## config.mk

```make
export PLATFORM = sky130hd
export DESIGN_NAME = a53_mapper
export DESIGN_NICKNAME = d
export VERILOG_FILES = /design/src/hdl/a53_pkg.sv /design/src/hdl/a53_mapper.sv /design/src/hdl/ss_axil_slave.sv /design/src/hdl/a53_addr_mux.sv /design/src/hdl/prg_window.sv /design/src/hdl/a53_regs.sv
export SDC_FILE = /design/constraint.sdc
export NUM_CORES = 1
export LEC_CHECK = 0
export ABC_AREA = 1
export BUFFER_PORTS_ARGS = -buffer_cell sky130_fd_sc_hd__buf_2
export CAP_MARGIN = 5
export CORE_AREA = 2 2 98 100
export DETAILED_ROUTE_END_ITERATION = 12
export DIE_AREA = 0 0 100 102
export PLACE_DENSITY = 0.69
export SLEW_MARGIN = 20
export SYNTH_ARGS = -nofsm -noshare
export SYNTH_HDL_FRONTEND = slang
export SYNTH_HIERARCHICAL = 1
export SYNTH_SLANG_ARGS = --single-unit
export TNS_END_PERCENT = 100
```

## constraint.sdc

```tcl
create_clock -name m2 -period 2.05 [get_ports m2]
set_input_delay 0.41 -clock m2 [delete_from_list [all_inputs] [get_ports m2]]
set_output_delay 0.41 -clock m2 [all_outputs]
set_load 0.05 [all_outputs]
```

## src/hdl/a53_pkg.sv

```systemverilog
package a53_pkg;

	// --------------------
	// bus samples
	// --------------------

	typedef struct packed {
		logic [14:0] addr;
		logic [7:0]  dat;
		logic        rw; // high for a read.
		logic        ce; // high outside $8000-$FFFF.
	} cpu_bus_t;

	typedef struct packed {
		logic [13:0] addr;
		logic        oe; // active low.
		logic        we; // active low.
	} ppu_bus_t;

	typedef struct packed {
		logic [3:0] ine_prg;
		logic [5:0] out_prg;
		logic [1:0] reg_addr;
		logic [1:0] prg_size;
		logic [1:0] mirror_mode;
		logic [1:0] prg_mode;
		logic [1:0] chr_ram_bank;
	} a53_regs_t;

	// --------------------
	// cpu data byte views
	// --------------------

	typedef struct packed {
		logic       b7;
		logic [5:0] rsv;
		logic       b0;
	} wdat_sel_t;

	typedef struct packed {
		logic [2:0] rsv;
		logic       page;
		logic [1:0] rsv_lo;
		logic [1:0] bank;
	} wdat_chr_t;

	typedef struct packed {
		logic [2:0] rsv;
		logic       page;
		logic [3:0] bank;
	} wdat_inner_t;

	typedef struct packed {
		logic [1:0] rsv;
		logic [1:0] size;
		logic [1:0] prg_mode;
		logic [1:0] mirror;
	} wdat_mode_t;

	typedef struct packed {
		logic [1:0] rsv;
		logic [5:0] bank;
	} wdat_outer_t;

	// the meaning of the byte depends on the selected register.
	typedef union packed {
		wdat_sel_t   sel;
		wdat_chr_t   chr;
		wdat_inner_t inner;
		wdat_mode_t  mode;
		wdat_outer_t outer;
	} a53_wdat_u;

	typedef struct packed {
		logic       valid;
		logic [7:0] addr;
		logic [7:0] data;
	} ss_wr_t;

	localparam logic [7:0] SS_INE  = 8'd0;
	localparam logic [7:0] SS_OUT  = 8'd1;
	localparam logic [7:0] SS_MODE = 8'd2;
	localparam logic [7:0] SS_CHR  = 8'd3;
	localparam logic [7:0] SS_IDX  = 8'd127;

	localparam int PRG_AW = 19;
	localparam int CHR_AW = 15;

endpackage
```

## src/hdl/a53_mapper.sv

```systemverilog
`timescale 1ns/1ps

module a53_mapper #(
	parameter int n_win = 2
) (
	input  logic                       m2,
	input  logic                       map_rst,
	input  logic                       ss_act,
	input  a53_pkg::cpu_bus_t          cpu,
	input  a53_pkg::ppu_bus_t          ppu,
	input  logic [7:0]                 map_idx,
	output logic [a53_pkg::PRG_AW-1:0] prg_addr,
	output logic                       prg_oe,
	output logic                       rom_ce,
	output logic                       ram_ce,
	output logic                       ram_we,
	output logic [12:0]                srm_addr,
	output logic [a53_pkg::CHR_AW-1:0] chr_addr,
	output logic                       chr_ce,
	output logic                       chr_we,
	output logic                       chr_oe,
	output logic                       ciram_a10,
	output logic                       ciram_ce,
	input  logic [31:0]                awaddr,
	input  logic                       awvalid,
	output logic                       awready,
	input  logic [31:0]                wdata,
	input  logic [3:0]                 wstrb,
	input  logic                       wvalid,
	output logic                       wready,
	output logic [1:0]                 bresp,
	output logic                       bvalid,
	input  logic                       bready,
	input  logic [31:0]                araddr,
	input  logic                       arvalid,
	output logic                       arready,
	output logic [31:0]                rdata,
	output logic [1:0]                 rresp,
	output logic                       rvalid,
	input  logic                       rready
);
	import a53_pkg::*;

	a53_regs_t              regs;
	ss_wr_t                 ss_wr;
	logic [n_win-1:0][4:0]  banks;

	a53_regs u_regs (
		.m2      (m2),
		.map_rst (map_rst),
		.cpu     (cpu),
		.ss_act  (ss_act),
		.ss_wr   (ss_wr),
		.regs    (regs)
	);

	// one calculator per 16 KB window.
	for (genvar w = 0; w < n_win; w++) begin : g_win
		prg_window #(
			.win_idx (w)
		) u_prg_window (
			.regs (regs),
			.bank (banks[w])
		);
	end

	a53_addr_mux #(
		.n_win (n_win)
	) u_addr_mux (
		.banks     (banks),
		.regs      (regs),
		.cpu       (cpu),
		.m2        (m2),
		.ppu       (ppu),
		.prg_addr  (prg_addr),
		.prg_oe    (prg_oe),
		.rom_ce    (rom_ce),
		.ram_ce    (ram_ce),
		.ram_we    (ram_we),
		.srm_addr  (srm_addr),
		.chr_addr  (chr_addr),
		.chr_ce    (chr_ce),
		.chr_we    (chr_we),
		.chr_oe    (chr_oe),
		.ciram_a10 (ciram_a10),
		.ciram_ce  (ciram_ce)
	);

	ss_axil_slave u_ss_axil_slave (
		.m2      (m2),
		.map_rst (map_rst),
		.awaddr  (awaddr),
		.awvalid (awvalid),
		.awready (awready),
		.wdata   (wdata),
		.wstrb   (wstrb),
		.wvalid  (wvalid),
		.wready  (wready),
		.bresp   (bresp),
		.bvalid  (bvalid),
		.bready  (bready),
		.araddr  (araddr),
		.arvalid (arvalid),
		.arready (arready),
		.rdata   (rdata),
		.rresp   (rresp),
		.rvalid  (rvalid),
		.rready  (rready),
		.regs    (regs),
		.map_idx (map_idx),
		.ss_wr   (ss_wr)
	);

endmodule

```

## src/hdl/ss_axil_slave.sv

```systemverilog
`timescale 1ns/1ps

module ss_axil_slave (
	input  logic               m2,
	input  logic               map_rst,
	input  logic [31:0]        awaddr,
	input  logic               awvalid,
	output logic               awready,
	input  logic [31:0]        wdata,
	input  logic [3:0]         wstrb,
	input  logic               wvalid,
	output logic               wready,
	output logic [1:0]         bresp,
	output logic               bvalid,
	input  logic               bready,
	input  logic [31:0]        araddr,
	input  logic               arvalid,
	output logic               arready,
	output logic [31:0]        rdata,
	output logic [1:0]         rresp,
	output logic               rvalid,
	input  logic               rready,
	input  a53_pkg::a53_regs_t regs,
	input  logic [7:0]         map_idx,
	output a53_pkg::ss_wr_t    ss_wr
);
	import a53_pkg::*;

	logic       wr_acc;
	logic       rd_acc;
	logic [7:0] rd_byte;

	// --------------------
	// write channel
	// --------------------
	assign wr_acc  = awvalid && wvalid && !bvalid;
	assign awready = wr_acc;
	assign wready  = wr_acc;
	assign bresp   = 2'b00;

	// a cleared low strobe still gets a response but touches nothing.
	assign ss_wr.valid = wr_acc && wstrb[0];
	assign ss_wr.addr  = awaddr[9:2];
	assign ss_wr.data  = wdata[7:0];

	always_ff @(posedge m2) begin
		if (map_rst)
			bvalid <= 1'b0;
		else if (wr_acc)
			bvalid <= 1'b1;
		else if (bready)
			bvalid <= 1'b0;
	end

	// --------------------
	// read channel
	// --------------------
	assign rd_acc  = arvalid && !rvalid;
	assign arready = rd_acc;
	assign rresp   = 2'b00;

	always_comb begin
		case (araddr[9:2])
			SS_INE:  rd_byte = {4'h0, regs.ine_prg};
			SS_OUT:  rd_byte = {2'b00, regs.out_prg};
			SS_MODE: rd_byte = {regs.prg_mode, regs.mirror_mode, regs.prg_size, regs.reg_addr};
			SS_CHR:  rd_byte = {6'd0, regs.chr_ram_bank};
			SS_IDX:  rd_byte = map_idx;
			default: rd_byte = 8'hff;
		endcase
	end

	always_ff @(posedge m2) begin
		if (map_rst)
			rvalid <= 1'b0;
		else if (rd_acc)
			rvalid <= 1'b1;
		else if (rready)
			rvalid <= 1'b0;
	end

	always_ff @(posedge m2) begin
		if (rd_acc)
			rdata <= {24'd0, rd_byte}; // held until the master takes it.
	end

endmodule

```

## src/hdl/a53_addr_mux.sv

```systemverilog
`timescale 1ns/1ps

module a53_addr_mux #(
	parameter int n_win = 2
) (
	input  logic [n_win-1:0][4:0]          banks,
	input  a53_pkg::a53_regs_t             regs,
	input  a53_pkg::cpu_bus_t              cpu,
	input  logic                           m2,
	input  a53_pkg::ppu_bus_t              ppu,
	output logic [a53_pkg::PRG_AW-1:0]     prg_addr,
	output logic                           prg_oe,
	output logic                           rom_ce,
	output logic                           ram_ce,
	output logic                           ram_we,
	output logic [12:0]                    srm_addr,
	output logic [a53_pkg::CHR_AW-1:0]     chr_addr,
	output logic                           chr_ce,
	output logic                           chr_we,
	output logic                           chr_oe,
	output logic                           ciram_a10,
	output logic                           ciram_ce
);
	import a53_pkg::*;

	logic [4:0] bank_sel;

	// with a single window the low calculator serves both halves.
	always_comb begin
		bank_sel = banks[0];
		if (n_win > 1 && cpu.addr[14])
			bank_sel = banks[n_win-1];
	end

	// --------------------
	// cpu side
	// --------------------
	assign prg_addr[12:0]        = cpu.addr[12:0];
	assign prg_addr[13]          = cpu.ce ? 1'b0 : cpu.addr[13];
	assign prg_addr[PRG_AW-1:14] = cpu.ce ? 5'd0 : bank_sel;
	assign prg_oe   = cpu.rw;
	assign rom_ce   = !cpu.ce;
	assign ram_ce   = (cpu.addr[14:13] == 2'b11) && cpu.ce && m2; // $6000-$7FFF.
	assign ram_we   = !cpu.rw && ram_ce;
	assign srm_addr = cpu.addr[12:0];

	// --------------------
	// ppu side
	// --------------------
	assign chr_addr = {regs.chr_ram_bank, ppu.addr[12:0]};
	assign ciram_ce = !ppu.addr[13];
	assign chr_ce   = ciram_ce;
	assign chr_we   = !ppu.we && ciram_ce;
	assign chr_oe   = !ppu.oe;

	always_comb begin
		case (regs.mirror_mode)
			2'b00:   ciram_a10 = 1'b0;
			2'b01:   ciram_a10 = 1'b1;
			2'b10:   ciram_a10 = ppu.addr[10]; // vertical.
			default: ciram_a10 = ppu.addr[11]; // horizontal.
		endcase
	end

endmodule

```

## src/hdl/prg_window.sv

```systemverilog
`timescale 1ns/1ps

module prg_window #(
	parameter int win_idx = 0
) (
	input  a53_pkg::a53_regs_t regs,
	output logic [4:0]         bank
);
	import a53_pkg::*;

	logic [2:0] size_mask;
	logic       fixed;
	logic       win_bit;

	assign win_bit = (win_idx != 0);

	always_comb begin
		case (regs.prg_size)
			2'd0:    size_mask = 3'b000;
			2'd1:    size_mask = 3'b001;
			2'd2:    size_mask = 3'b011;
			default: size_mask = 3'b111;
		endcase
	end

	// mode 2 pins the upper window, mode 3 pins the lower one.
	always_comb begin
		case (regs.prg_mode)
			2'd2:    fixed = win_bit;
			2'd3:    fixed = !win_bit;
			default: fixed = 1'b0;
		endcase
	end

	assign bank[0] = (!regs.prg_mode[1] || fixed) ? win_bit : regs.ine_prg[0];

	// inner bits replace outer bits only where the size mask allows.
	always_comb begin
		for (int i = 0; i < 3; i++) begin
			bank[i+1] = (size_mask[i] && !fixed) ? regs.ine_prg[i+1] : regs.out_prg[i];
		end
	end

	assign bank[4] = regs.out_prg[3];

endmodule

```

## src/hdl/a53_regs.sv

```systemverilog
`timescale 1ns/1ps

module a53_regs (
	input  logic               m2,
	input  logic               map_rst,
	input  a53_pkg::cpu_bus_t  cpu,
	input  logic               ss_act,
	input  a53_pkg::ss_wr_t    ss_wr,
	output a53_pkg::a53_regs_t regs
);
	import a53_pkg::*;

	a53_wdat_u wdat;
	logic      sel_wr;
	logic      rom_wr;

	assign wdat = cpu.dat;

	// select register lives at $5000-$5FFF.
	assign sel_wr = !cpu.rw && cpu.ce && (cpu.addr[14:12] == 3'b101);
	assign rom_wr = !cpu.rw && !cpu.ce;

	always_ff @(posedge m2) begin
		if (map_rst) begin
			regs.ine_prg      <= 4'h0;
			regs.out_prg      <= 6'h1f;
			regs.reg_addr     <= 2'b00;
			regs.prg_size     <= 2'b00;
			regs.mirror_mode  <= 2'b01;
			regs.prg_mode     <= 2'b00;
			regs.chr_ram_bank <= 2'b00;
		end else if (ss_wr.valid) begin
			// --------------------
			// save-state restore
			// --------------------
			case (ss_wr.addr)
				SS_INE:  regs.ine_prg <= ss_wr.data[3:0];
				SS_OUT:  regs.out_prg <= ss_wr.data[5:0];
				SS_MODE: begin
					{regs.prg_mode, regs.mirror_mode, regs.prg_size, regs.reg_addr} <=
						ss_wr.data;
				end
				SS_CHR:  regs.chr_ram_bank <= ss_wr.data[1:0];
				default: regs.reg_addr <= regs.reg_addr; // read-only or unused slot.
			endcase
		end else if (!ss_act) begin
			if (sel_wr) begin
				regs.reg_addr <= {wdat.sel.b7, wdat.sel.b0};
			end else if (rom_wr) begin
				case (regs.reg_addr)
					2'd0: begin
						regs.chr_ram_bank <= wdat.chr.bank;
						if (!regs.mirror_mode[1])
							regs.mirror_mode[0] <= wdat.chr.page; // one-screen page.
					end
					2'd1: begin
						regs.ine_prg <= wdat.inner.bank;
						if (!regs.mirror_mode[1])
							regs.mirror_mode[0] <= wdat.inner.page;
					end
					2'd2: begin
						regs.mirror_mode <= wdat.mode.mirror;
						regs.prg_mode    <= wdat.mode.prg_mode;
						regs.prg_size    <= wdat.mode.size;
					end
					default: begin
						regs.out_prg <= wdat.outer.bank;
					end
				endcase
			end
		end
	end

endmodule

```

==> qor.csv <==
metric,value,unit
status,"complete, no violations",
ys_ff_latch,30,
synth_top_area_share,23.3,%
period_needed,1.94,ns
synthTopCellsByArea,"buf_4 (23%), dfxtp_1 (15%), nand2_1 (13%)",
dieArea,0.0102,mm^2
grt_max_degree,21,
holdCritPathClass,input pin to register,
cp_slowest_stage_delay,0.15,ns
worstPathRequired,1.64,ns
slew_headroom,59.7,%
grtUsageTotal,14.7,%
port_buffers,91,
cts_tree,built,
yosys-top-cells-count,"nand2_1 (99), buf_4 (90), nor2_1 (61), nand3_1 (54), inv_1 (46)",
dpl_worst_slack,0.121,ns
cts_hold_buf,0,
drv_cap,0,
yosys.area.top_type,buf_4,
crit_type,clock port to output port,
core-area,0.00911,mm^2
async_flop_share,0,%
dr.pass1.iters,4,
synth-seq-area-share,23.5,%
p_sw_share,37.7,%
start_util,31.8,%
drc,0,
drive_above_1_share,28.6,%
netlist_area,0.00290,mm^2
internal-power,1.20,mW
ys.flop_type,dfxtp_1,
final_nets,651,
hold_viol_final,0,
wl_per_cell,11.8,um
num_antenna_cells,0,
ys.warnings.count,6,
syn_area_per_cell,6.31,um^2
clk_pin_slew,0.07,ns
setup-tns-final,0,ns
clock_skew,0.00877,ns
critPathLaunchType,clock port,
rows,35,
tightest_slew,0.604,ns
routed_wl,7.17,mm
syn2layout_area_growth,7.91,%
die_x,100,um
power_density,618,mW/mm^2
ioPinCount,254,
cpMaxStageDelayCell,buf_6,
viasPerCell,4.43,
place_congestion,0.817,
post-route-period-util,94.5,%
switchingPower,0.728,mW
worstPathCellList,"clkbuf_16, nand2_4, clkbuf_8, nor2_2, buf_6",
overflow,0,
clock_latency,0.40,ns
dpl.hpwl,5.70,mm
grt_pass1_wl,11.4,mm
synth_edf_count,8,
setup_slack,0.114,ns
drt_iter0_markers,146,
end_kind,output port,
seq_power_share,32.9,%
power.leakage,1.57,nW
grt_antenna_before_repair,0,
cp.arrival,1.53,ns
path_max_fanout,2,
finalSetupViolations,0,
antenna_left,0,
ir_drop,0.265,mV
fmax,518,MHz
grt_pass1_vias,2468,
synth_cell_type_count,28,
drv_slew,0,
synthCells,459,
fp.dieH,102,um
vias,2686,
yosysMostFrequentCell,nand2_1,
p_clk_share,41.5,%
rsz0062_at_grt,no,
combPwrFrac,25.6,%
[critical path: cells and delay by family]
| family | cells | cell delay (ns) |
|---|---|---|
| buffers and inverters | 3 | 0.40 |
| and+or+nand+nor | 2 | 0.10 |
[power by group through the flow]
stage	combinational (mW)	clock [mW]	sequential (mW)
3_3_place_gp	0.483	0.0311	0.650
4_1_cts	0.494	0.832	0.638
6_report	0.495	0.801	0.636
5_1_grt	0.536	0.863	0.638
2_1_floorplan	0.610	0.0274	0.664
3_5_place_dp	0.490	0.0311	0.651
[per-layer routing]
metal / up-vias / part of all wire [%] / routed length, um / GRT usage (%)
li1: 1388 / - / - / -
met1: 1159 / 44 / 3140 / 17.3
met2: 111 / 44 / 3170 / 22.6
met3: 28 / 8.6 / 613 / 6.02
met4: 0 / 3.4 / 242 / 8.96
met5: - / 0 / 0 / 0
[final timing paths]
check / from / endpoint / slack (ns) / cells past startpoint
max: m2 / ram_ce / 0.11 / 5
min: map_rst / u_ss_axil_slave/bvalid / 0.21 / 2
max reg2reg: u_ss_axil_slave/bvalid / u_regs/regs[16] / 0.36 / 11
min reg2reg: u_ss_axil_slave/rvalid / u_ss_axil_slave/rvalid / 0.48 / 2
[state kept, by name (all words and copies together) (netlist names)]
signal,cells
u_ss_axil_slave/bvalid,1
u_ss_axil_slave/rdata,8
u_regs/regs,20
u_ss_axil_slave/rvalid,1
[logic make-up (layout without fill, tap and decap cells)]
kind of cell    after synthesis  count (layout)  synth area share, %
compound gates               36              36                 7.09
buf+inv                     151             161                 31.9
flops                        30              30                 23.5
other cells                   1              28                0.130
simple gates                241             241                 37.4
[placed cells by master, fill, tap and decap left out, types with 2 or more instances in the layout]
cell type and count:
nand2_1 98, nand2_2 8, buf_4 2, nor2_1 59, conb_1 28, dfxtp_1 18, dfxtp_4 2, nor3b_1 2
nor2_4 6, nor2_2 4, inv_2 6, buf_6 4, edfxtp_1 8, nand2_4 3, o21bai_2 3, nand3b_1 2
clkbuf_8 9, nand3_1 54, o21ai_0 9, clkinv_1 2, inv_1 46, a21oi_1 21, dfxtp_2 2, nand4_1 2
buf_2 86
[through the flow]
stage               hold WS [ns]  util (%)  area, um^2  instances  power, mW
global placement           0.465      32.0        2910        594       1.16
detailed placement         0.473      32.0        2910        594       1.17
floorplan                  0.430         -        3000        486       1.30
global route               0.209      34.3        3120        607       2.04
finish                     0.211      34.3        3120        607       1.93
CTS                        0.221      34.1        3110        607       1.96
[area by class of cell]
cell class | instances | area (um^2)
Clock buffer | 13 | 175
Clock inverter | 2 | 11.3
Fill cell | 1012 | 5980
Inverter | 54 | 203
Multi-Input combinational cell | 305 | 1410
Sequential cell | 30 | 691
Tap cell | 111 | 139
Timing Repair Buffer | 92 | 495
[timing repair]
action | 4_1_cts | 5_1_grt
resized for setup | 12 | 8
buffers inserted | 0 | 0
endpoints found under the setup margin | 5 | 3
endpoints found under the hold margin | 0 | 0
Power figures use the tool's default switching activity.
